<file path="src/hdl/pace_pkg.sv">
`default_nettype none

package pace_pkg;

    //////////////////////////////
    // widths with a meaning
    //////////////////////////////

    typedef logic [15:0] elapsed_t;  // elapsed play time in clock cycles
    typedef logic [3:0]  level_t;    // difficulty level, 0 is the easiest
    typedef logic [15:0] period_t;   // cycles between two ticks of one channel

    //////////////////////////////
    // ramp constants
    //////////////////////////////

    localparam int num_levels  = 12;
    localparam int step_cycles = 64;  // one level step per 64 elapsed cycles

    localparam elapsed_t elapsed_max = elapsed_t'(num_levels * step_cycles);

    localparam int num_channels = 3;
    localparam int chan_spawn   = 0;  // asteroid spawn
    localparam int chan_aster   = 1;  // asteroid move
    localparam int chan_shot    = 2;  // shot move

    //////////////////////////////
    // period table
    //////////////////////////////

    // row per channel, column per level, every row strictly decreasing
    // values are scaled down so that a full ramp fits in a short simulation
    localparam period_t period_table [num_channels][num_levels] = '{
        '{
            16'd48, 16'd44, 16'd41, 16'd38, 16'd35, 16'd32,
            16'd29, 16'd26, 16'd23, 16'd20, 16'd16, 16'd13
        },
        '{
            16'd32, 16'd30, 16'd28, 16'd26, 16'd23, 16'd21,
            16'd19, 16'd17, 16'd15, 16'd13, 16'd11, 16'd9
        },
        '{
            16'd20, 16'd18, 16'd16, 16'd15, 16'd13, 16'd12,
            16'd10, 16'd9,  16'd8,  16'd6,  16'd5,  16'd4
        }
    };

endpackage

`default_nettype wire

</file>
<file path="src/hdl/pace_regs_pkg.sv">
`default_nettype none

package pace_regs_pkg;

    localparam int wb_addr_w = 4;
    localparam int wb_data_w = 16;

    typedef logic [wb_addr_w-1:0] wb_addr_t;  // word address
    typedef logic [wb_data_w-1:0] wb_data_t;

    //////////////////////////////
    // register map
    //////////////////////////////

    localparam wb_addr_t reg_ctrl       = 4'd0;
    localparam wb_addr_t reg_load       = 4'd1;
    localparam wb_addr_t reg_status     = 4'd2;  // level in 3:0, done in 4
    localparam wb_addr_t reg_elapsed    = 4'd3;
    localparam wb_addr_t reg_ticks_base = 4'd4;  // channel k sits at base plus k

    localparam int ctrl_run_bit   = 0;
    localparam int ctrl_clear_bit = 1;  // self clearing, never stored

endpackage

`default_nettype wire

</file>
<file path="src/hdl/difficulty_ramp.sv">
`timescale 1ns/100ps
`default_nettype none

module difficulty_ramp (
    input  wire                clock,
    input  wire                rst_n,
    input  wire                clr,
    input  wire                ld,
    input  wire                ent,
    input  wire                enp,
    input  wire pace_pkg::elapsed_t load_value,
    output pace_pkg::elapsed_t elapsed,
    output logic               done,
    output pace_pkg::level_t   level,
    output pace_pkg::period_t  period_spawn,
    output pace_pkg::period_t  period_aster,
    output pace_pkg::period_t  period_shot
);

    import pace_pkg::*;

    // first elapsed value that belongs to the top level
    localparam elapsed_t top_level_start = elapsed_t'((num_levels - 1) * step_cycles);
    localparam level_t   top_level       = level_t'(num_levels - 1);

    logic     at_max;
    level_t   level_next;
    elapsed_t load_clamped;

    assign at_max = (elapsed >= elapsed_max);

    // a host value past the end of the ramp is pinned to the end
    assign load_clamped = (load_value > elapsed_max) ? elapsed_max : load_value;

    //////////////////////////////
    // elapsed counter
    //////////////////////////////

    always_ff @(posedge clock) begin
        if (!rst_n) begin
            elapsed <= '0;
        end else if (clr) begin
            elapsed <= '0;
        end else if (ld) begin
            elapsed <= load_clamped;
        end else if (ent && enp && !at_max) begin
            elapsed <= elapsed + 1'b1;
        end
    end

    assign done = ent && at_max;  // carry style, only while the trickle enable is up

    //////////////////////////////
    // level decode and lookup
    //////////////////////////////

    // step_cycles is a power of two so the quotient is a bit slice
    always_comb begin
        if (elapsed >= top_level_start) begin
            level_next = top_level;
        end else begin
            level_next = level_t'(elapsed / elapsed_t'(step_cycles));
        end
    end

    // periods index with level_next so they line up with the level register
    always_ff @(posedge clock) begin
        if (!rst_n) begin
            level        <= '0;
            period_spawn <= period_table[chan_spawn][0];
            period_aster <= period_table[chan_aster][0];
            period_shot  <= period_table[chan_shot][0];
        end else begin
            level        <= level_next;
            period_spawn <= period_table[chan_spawn][level_next];
            period_aster <= period_table[chan_aster][level_next];
            period_shot  <= period_table[chan_shot][level_next];
        end
    end

endmodule

`default_nettype wire

</file>
<file path="src/hdl/game_pace_top.sv">
`timescale 1ns/100ps
`default_nettype none

module game_pace_top (
    input  wire                     clock,
    input  wire                     rst_n,
    input  wire                     wb_cyc,
    input  wire                     wb_stb,
    input  wire                     wb_we,
    input  wire pace_regs_pkg::wb_addr_t wb_adr,
    input  wire pace_regs_pkg::wb_data_t wb_dat_w,
    output pace_regs_pkg::wb_data_t wb_dat_r,
    output logic                    wb_ack,
    output logic [pace_pkg::num_channels-1:0] ticks
);

    import pace_pkg::*;

    logic     run;
    logic     clr;
    logic     ld;
    logic     done;
    elapsed_t load_value;
    elapsed_t elapsed;
    level_t   level;
    period_t  period_spawn;
    period_t  period_aster;
    period_t  period_shot;
    period_t  period_ch [num_channels];

    difficulty_ramp u_ramp (
        .clock        (clock),
        .rst_n        (rst_n),
        .clr          (clr),
        .ld           (ld),
        .ent          (run),
        .enp          (run),
        .load_value   (load_value),
        .elapsed      (elapsed),
        .done         (done),
        .level        (level),
        .period_spawn (period_spawn),
        .period_aster (period_aster),
        .period_shot  (period_shot)
    );

    assign period_ch[chan_spawn] = period_spawn;
    assign period_ch[chan_aster] = period_aster;
    assign period_ch[chan_shot]  = period_shot;

    // one timer per channel, indexed like the tick counters
    for (genvar k = 0; k < num_channels; k++) begin : g_timer
        pace_timer u_timer (
            .clock  (clock),
            .rst_n  (rst_n),
            .clr    (clr),
            .run    (run),
            .period (period_ch[k]),
            .tick   (ticks[k])
        );
    end

    pace_regs u_regs (
        .clock      (clock),
        .rst_n      (rst_n),
        .wb_cyc     (wb_cyc),
        .wb_stb     (wb_stb),
        .wb_we      (wb_we),
        .wb_adr     (wb_adr),
        .wb_dat_w   (wb_dat_w),
        .wb_dat_r   (wb_dat_r),
        .wb_ack     (wb_ack),
        .elapsed    (elapsed),
        .level      (level),
        .done       (done),
        .ticks      (ticks),
        .run        (run),
        .clr        (clr),
        .ld         (ld),
        .load_value (load_value)
    );

endmodule

`default_nettype wire

</file>
<file path="src/hdl/pace_regs.sv">
`timescale 1ns/100ps
`default_nettype none

module pace_regs (
    input  wire                     clock,
    input  wire                     rst_n,
    input  wire                     wb_cyc,
    input  wire                     wb_stb,
    input  wire                     wb_we,
    input  wire pace_regs_pkg::wb_addr_t wb_adr,
    input  wire pace_regs_pkg::wb_data_t wb_dat_w,
    output pace_regs_pkg::wb_data_t wb_dat_r,
    output logic                    wb_ack,
    input  wire pace_pkg::elapsed_t elapsed,
    input  wire pace_pkg::level_t   level,
    input  wire                     done,
    input  wire [pace_pkg::num_channels-1:0] ticks,
    output logic                    run,
    output logic                    clr,
    output logic                    ld,
    output pace_pkg::elapsed_t      load_value
);

    import pace_pkg::*;
    import pace_regs_pkg::*;

    logic     req;
    logic     wr;
    logic     wr_ctrl;
    wb_data_t rdata;

    logic [num_channels-1:0] tick_sel;
    wb_data_t                tick_count [num_channels];

    //////////////////////////////
    // bus handshake
    //////////////////////////////

    // a held request is ignored in the ack cycle, which gives the one cycle ack
    assign req     = wb_cyc && wb_stb && !wb_ack;
    assign wr      = req && wb_we;
    assign wr_ctrl = wr && (wb_adr == reg_ctrl);

    always_ff @(posedge clock) begin
        if (!rst_n) begin
            wb_ack <= 1'b0;
        end else begin
            wb_ack <= req;
        end
    end

    always_ff @(posedge clock) begin
        if (req) begin
            wb_dat_r <= rdata;  // held through the ack cycle
        end
    end

    //////////////////////////////
    // ramp controls
    //////////////////////////////

    // pulses are decoded straight from the request so the ramp acts on the ack edge
    assign clr        = wr_ctrl && wb_dat_w[ctrl_clear_bit];
    assign ld         = wr && (wb_adr == reg_load);
    assign load_value = elapsed_t'(wb_dat_w);

    always_ff @(posedge clock) begin
        if (!rst_n) begin
            run <= 1'b0;
        end else if (wr_ctrl && !wb_dat_w[ctrl_clear_bit]) begin
            run <= wb_dat_w[ctrl_run_bit];  // a clear write keeps the run state
        end
    end

    //////////////////////////////
    // tick counters
    //////////////////////////////

    always_comb begin
        for (int k = 0; k < num_channels; k++) begin
            tick_sel[k] = (wb_adr == wb_addr_t'(reg_ticks_base + k));
        end
    end

    always_ff @(posedge clock) begin
        for (int k = 0; k < num_channels; k++) begin
            if (!rst_n) begin
                tick_count[k] <= '0;
            end else if (wr && tick_sel[k]) begin
                tick_count[k] <= '0;
            end else if (ticks[k]) begin
                tick_count[k] <= tick_count[k] + 1'b1;  // wraps at 16 bits
            end
        end
    end

    // read mux, unmapped words and reg_load read as zero
    always_comb begin
        rdata = '0;
        case (wb_adr)
            reg_ctrl:    rdata[ctrl_run_bit] = run;
            reg_status:  rdata = wb_data_t'({done, level});
            reg_elapsed: rdata = wb_data_t'(elapsed);
            default: begin
                for (int k = 0; k < num_channels; k++) begin
                    if (tick_sel[k]) begin
                        rdata = tick_count[k];
                    end
                end
            end
        endcase
    end

endmodule

`default_nettype wire

</file>
<file path="src/hdl/pace_timer.sv">
`timescale 1ns/100ps
`default_nettype none

module pace_timer (
    input  wire               clock,
    input  wire               rst_n,
    input  wire               clr,
    input  wire               run,
    input  wire pace_pkg::period_t period,
    output logic              tick
);

    import pace_pkg::*;

    period_t remaining;  // cycles left in the current interval
    logic    expire;

    // a zero count is treated like one so a bad period cannot stall the channel
    assign expire = run && (remaining <= period_t'(1));

    always_ff @(posedge clock) begin
        if (!rst_n || clr) begin
            remaining <= period;
            tick      <= 1'b0;
        end else begin
            tick <= expire;

            // the period is only sampled here, so a level change waits for the reload
            if (expire) begin
                remaining <= period;
            end else if (run) begin
                remaining <= remaining - 1'b1;
            end
        end
    end

endmodule

`default_nettype wire

</file>
<file path="config.mk">
export PLATFORM = sky130hd
export DESIGN_NAME = game_pace_top
export DESIGN_NICKNAME = d
export VERILOG_FILES = /design/src/hdl/pace_pkg.sv /design/src/hdl/pace_regs_pkg.sv /design/src/hdl/difficulty_ramp.sv /design/src/hdl/game_pace_top.sv /design/src/hdl/pace_regs.sv /design/src/hdl/pace_timer.sv
export SDC_FILE = /design/constraint.sdc
export NUM_CORES = 1
export LEC_CHECK = 0
export BUFFER_PORTS_ARGS = -buffer_cell sky130_fd_sc_hd__buf_2
export CAP_MARGIN = 10
export CORE_MARGIN = 4
export CORE_UTILIZATION = 55
export CTS_CLUSTER_SIZE = 14
export DETAILED_ROUTE_END_ITERATION = 12
export PLACE_DENSITY = 0.76
export SETUP_SLACK_MARGIN = 0.05
export SYNTH_ARGS = -nofsm -noshare
export SYNTH_HDL_FRONTEND = slang
export SYNTH_HIERARCHICAL = 1
export SYNTH_SLANG_ARGS = --single-unit
</file>
<file path="constraint.sdc">
create_clock -name clock -period 2.75 [get_ports clock]
set_input_delay 0.4125 -clock clock [delete_from_list [all_inputs] [get_ports clock]]
set_output_delay 0.4125 -clock clock [all_outputs]
set_load 0.02 [all_outputs]
</file>
==> results.toml, run 1 <==
[timing]
maxSlewViolCount = 0
fin_tns_setup_ps = 0
fin_crit_ps = 2231
finalWorstSetupSlack_ps = 519.0
relSlewSlack = 0.5208
setup_viol = 0
fin_skew_ps = 7.854
hold_slack_ps = 235.6
rsz0062_at_grt = "no"
tightestPinTransition_ps = 717.3
fin_crit_sh = 0.8113
hold_viol_final = 0
timing.fmax_mhz = 448.2

[final_layout]
layout.cells.non_filler = 1138
finalNetCount = 948
drive_gt1_frac = 0.1388
fillers = 1316
post-route-util = 0.6122
multi_input_area_um2 = 4054
syn_to_final_growth_pct = 9.509
register_area_um2 = 4204
antenna_cells = 0
finalInstanceArea_um2 = 9654

[clocking]
clockBufferDepth = 2
numClockSinks = 154
numCtsBuffers = 17
cts_tree = "done"
hold_buffers = 0
worstSkewPairLatency_ps = 430
cts_setup_buffers = 0
h-tree-depth = 4
clk_transition_reported_paths_ps = 60
post_cts_resized = 0
cts_root_buffer = "clkbuf_16"

[synthesis]
ys.flop_type = "edfxtp_1"
synth-adder-area-share = 0.01987
synth_edf_count = 112
synth_common_cells = "edfxtp_1 (112), nor2_1 (87), nand2_1 (77)"
syn_inst = 876
synth_top_area_cell = "edfxtp_1"
synth_area_leaders = "edfxtp_1 (38%), dfxtp_1 (9.5%), xnor2_1 (5.4%)"
synth.distinct_cells = 70
yosys_warnings = 6
synth_compound_area_frac = 0.1314
synth_top_area_frac = 0.3815
synth_xor_area_frac = 0.07749
syn-cell-area_um2 = 8816
synth.avg_cell_area_um2 = 10.06
yosysSeqAreaShare = 0.4769
synth_most_common_cell = "edfxtp_1"
yosys.area_share.simple = 0.2149
synth-seq-cells = 154
synth_top_family_by_area = "simple AND/OR/NAND/NOR gates"
muxShareOfSynthArea = 0.002271
async_flop_share = 0

[place]
hpwl_mm = 12.92
dpl-instance-area_um2 = 9029
post-place-ws_ps = 236.9
place.gp.congestion = 0.8621
numPortBuffers = 44
placed_cells = 1106

[setup_path]
cp-start-kind = "register"
path_class = "register to register"
arrival_ps = 2600
crit_fanout = 7
critical_path_required_ps = 3120
worstSetupEndpointType = "register"

[pwr]
peakVddDrop_mv = 0.4811
leakage_nw = 3.481
p_per_area_nw_per_um2 = 578.5
p_total_mw = 5.585

[die]
dieHeight_um = 134.6
io_pins = 45
die_area_um2 = 18120
placementRows = 46
fp.dieW_um = 134.6
core_area_um2 = 15770
start_util = 0.5590

[routing]
detail_route.iter0.violations = 581
vias = 6430
post_drt_via_cell_ratio = 5.650
ant_nets = 0
wirelength_mm = 18.35
wl_per_cell_um = 16.12
dr.pass1.iters = 6
drcViolationCount = 0

[global_routing]
grt_start_max_net_pins = 28
grtUsageMet3 = 0.04769
grt_pass1_vias = 5971
overflow = 0
grt_pass1_wl_mm = 30.44
antenna_found_initial = 0
grt.busiest_layer = "met2"
track_usage = 0.2122
grtUsageMet2 = 0.3159
grt_use_met1 = 0.3051

[job]
drv_cap = 0

[min_path]
hp-class = "input port to register"

[outcome]
status = "finished, final reports clean"
worst paths after layout:
check,startpoint,end,slack (ps),cells after the start
max,u_ramp/elapsed[9],u_ramp/period_shot[0],520,8
max reg2reg,u_ramp/elapsed[9],u_ramp/period_shot[0],520,8
min reg2reg,u_ramp/period_spawn[5],g_timer[0].u_timer/remaining[5],510,2
min,wb_dat_w[4],u_ramp/elapsed[4],240,3
state kept, by name, indices dropped and copies added (netlist names):
name and cells:
g_timer.u_timer/tick 3, u_ramp/period_shot 5, u_regs/wb_dat_r 16, u_regs/run 1
u_regs/wb_ack 1, u_ramp/elapsed 16, u_ramp/level 4, u_ramp/period_aster 6
u_ramp/period_spawn 6, g_timer.u_timer/remaining 48, u_regs/tick_count 48
where the power goes:
| part | internal (mW) | switching (mW) | leakage [nW] | total, mW |
|---|---|---|---|---|
| registers | 2.60 | 0.109 | 1.47 | 2.71 |
| clock network | 1.52 | 0.953 | 0.298 | 2.47 |
| logic | 0.161 | 0.239 | 1.72 | 0.400 |
| total | 4.28 | 1.30 | 3.48 | 5.58 |
cell families (layout without fill, tap and decap cells):
logic type | Yosys count | in the layout
simple gates | 343 | 343
compound gates | 174 | 174
flops | 154 | 154
buf+inv | 110 | 126
xor+xnor | 78 | 78
fa+ha+maj | 14 | 14
mux | 2 | 2
other cells | 1 | 31
layer usage:
| layer | share of wire | vias up | wire [um] |
|---|---|---|---|
| met4 | 0.020 | 0 | 375 |
| met5 | 0 | - | 0 |
| met3 | 0.061 | 36 | 1126 |
| li1 | - | 3184 | - |
| met2 | 0.45 | 213 | 8301 |
| met1 | 0.47 | 2997 | 8542 |
cell usage in the layout, fill, tap and decap left out, drive strengths merged, types with 3 or more instances in the layout:
cell / count
a21oi: 21
xnor2: 54
nand3: 28
or2: 3
inv: 27
a21o: 7
xor2: 24
nand3b: 5
nor2b: 6
o21ai: 79
a221oi: 16
nand4b: 4
nand2: 81
o31ai: 5
nor3: 30
o41ai: 3
nor2: 88
or4: 3
dfxtp: 42
bufinv: 4
and4: 7
nor4: 22
nand2b: 13
a22oi: 5
edfxtp: 112
a211oi: 7
ha: 14
buf: 68
o311ai: 4
conb: 31
and3: 11
o21a: 5
clkbuf: 18
nand4: 23
and2: 12
a31oi: 10
clkinv: 7
worst max-delay path: stages (launching register included):
cell,delay (ps)
dfxtp_1,390
a211oi_4,350
nand2_4,140
nor2_1,180
inv_1,200
ha_1,370
a211oi_1,320
a31oi_1,90
nor2b_1,130
final cells by class:
| type | instances | share of cell area |
|---|---|---|
| Sequential cell | 154 | 0.4355 |
| Multi-Input combinational cell | 642 | 0.4199 |
| Timing Repair Buffer | 68 | 0.04147 |
| Tap cell | 216 | 0.02799 |
| Inverter | 26 | 0.01037 |
| Clock inverter | 14 | 0.02035 |
| Clock buffer | 18 | 0.04445 |
Note: power is estimated with default switching activity, not from simulation.
==> run 2, diff against run 1 <==
--- a/config.mk
+++ b/config.mk
@@ -11,7 +11,7 @@
 export CORE_UTILIZATION = 55
 export CTS_CLUSTER_SIZE = 14
 export DETAILED_ROUTE_END_ITERATION = 12
-export PLACE_DENSITY = 0.76
+export PLACE_DENSITY = 0.79
 export SETUP_SLACK_MARGIN = 0.05
 export SYNTH_ARGS = -nofsm -noshare
 export SYNTH_HDL_FRONTEND = slang
==> constraint.sdc (replaced) <==
create_clock -name clock -period 2 [get_ports clock]
set_input_delay 0.3 -clock clock [delete_from_list [all_inputs] [get_ports clock]]
set_output_delay 0.3 -clock clock [all_outputs]
set_load 0.02 [all_outputs]
==> run 2 against run 1 <==
Against the previous run: the flow now finishes with violations (setup timing); register-to-register slack got worse by 550 ps; wire length increased by 26%; final area is 15% higher; clock power increased by 26%; hold slack got worse by 90 ps; sequential power grew 37%; die area unchanged; via count is 15% higher; highest routed layer unchanged.
==> results.toml, run 2 (synthesis gave the netlist of run 1 again) <==
[outcome]
status = "finished with violations"
failed_checks = "setup timing"

[timing]
hold_slack_ps = 145.6
relSlewSlack = 0.6285
tightestPinTransition_ps = 556.4
fin_crit_ps = 2033
fin_skew_ps = 9.152
timing.fmax_mhz = 491.9
setup_viol = 14
fin_crit_sh = 1.017
hold_viol_final = 0
finalWorstSetupSlack_ps = -33.04
rsz0062_at_grt = "yes"
maxSlewViolCount = 0

[place]
numPortBuffers = 44
hpwl_mm = 14.66
place.gp.congestion = 0.8846
dpl-instance-area_um2 = 9779
post-place-ws_ps = -143.8

[clocking]
numCtsBuffers = 17
numClockSinks = 154
clk_transition_reported_paths_ps = 70
worstSkewPairLatency_ps = 440
clockBufferDepth = 2
cts_root_buffer = "clkbuf_16"
hold_buffers = 0
h-tree-depth = 4
cts_tree = "done"

[setup_path]
path_class = "register to register"
cpPeakStageDelay_ps = 430
arrival_ps = 2220
cp-start-kind = "register"
worstSetupEndpointType = "register"
critPathBufInv = 2
cp_top_family = "compound AO/OA/AOI/OAI gates"
slowest_stage = "edfxtp_1"
crit_fanout = 5
crit_path_cell_trace = "nor4_4, buf_4, nand4b_4, o311ai_4, buf_6, a21oi_2, a21o_1"
critical_path_required_ps = 2190

[final_layout]
reg.largest.list = "g_timer.u_timer/remaining x48, u_regs/tick_count x48"
syn_to_final_growth_pct = 25.40
finalNetCount = 1062
drive_gt1_frac = 0.2934
post-route-util = 0.7010
antenna_cells = 0
finalInstanceArea_um2 = 11060
layout_common_cells = "edfxtp_1 (112), buf_4 (108), nor2_1 (75), nand2_1 (75), xnor2_1 (52)"
final_common_cell = "edfxtp_1"

[die]
dieHeight_um = 134.6
start_util = 0.5590
core_area_um2 = 15770
io_pins = 45
die_area_um2 = 18120
placementRows = 46
fp.dieW_um = 134.6

[routing]
wirelength_mm = 23.09
vias = 7373
drcViolationCount = 0
detail_route.iter0.violations = 980
ant_nets = 0
dr.pass1.iters = 8
post_drt_via_cell_ratio = 5.889
wl_per_cell_um = 18.44

[pwr]
p_per_area_nw_per_um2 = 696.2
peakVddDrop_mv = 0.6649
leakage_nw = 4.203
p_total_mw = 7.696

[global_routing]
grt_pass1_wl_mm = 34.68
grt_pass1_vias = 6759
overflow = 0
grt_start_max_net_pins = 25
track_usage = 0.2409
antenna_found_initial = 0

[min_path]
hp-class = "input port to register"

[job]
drv_cap = 0
[run 2: what timing repair did]
| action | 4_1_cts | 5_1_grt |
|---|---|---|
| setup endpoints to repair | 38 | 76 |
| cloned | 0 | 4 |
| buffers inserted | 16 | 23 |
| resized for setup | 9 | 68 |
| pin swaps | 5 | 33 |
[run 2: worst paths after layout]
path,startpoint,endpoint,slack (ps),depth (start not counted)
setup / recovery,g_timer[0].u_timer/remaining[6],g_timer[0].u_timer/remaining[3],-30,7
hold / removal,wb_dat_w[3],u_ramp/elapsed[3],150,3
setup reg to reg,g_timer[0].u_timer/remaining[6],g_timer[0].u_timer/remaining[3],-30,7
hold reg to reg,u_ramp/period_spawn[4],g_timer[0].u_timer/remaining[4],510,2
[run 2: worst register-to-register path: cells and delay by family (launching register included)]
kind	cells	cell delay, ps
compound gates	3	520
buf+inv	2	360
flops	1	430
simple gates	2	480
[run 2: per-stage QoR]
| stage | TNS [ps] | std cells |
|---|---|---|
| after floorplan | -4541 | 906 |
| after global placement | -2435 | 1177 |
| after detailed placement | -4860 | 1177 |
| after CTS | 0 | 1225 |
| after global routing | -3027 | 1252 |
| final | -134.1 | 1252 |
[run 2: final cells by class]
class                           instances  area, um2
Clock buffer                           17      425.4
Clock inverter                         15      142.6
Fill cell                            1079       4715
Inverter                               26      105.1
Multi-Input combinational cell        643       4377
Sequential cell                       154       4205
Tap cell                              216      270.3
Timing Repair Buffer                  181       1530
[run 2: metal layers]
layer,GRT usage,part of all wire
met1,0.3369,0.41
met2,0.3827,0.50
met3,0.05030,0.075
met4,0.06900,0.017
met5,0,0
[run 2: power breakdown]
part	total (mW)	switching, mW	internal [mW]
logic	0.867	0.467	0.400
clock network	3.12	1.39	1.73
registers	3.71	0.131	3.57
total	7.70	1.99	5.70
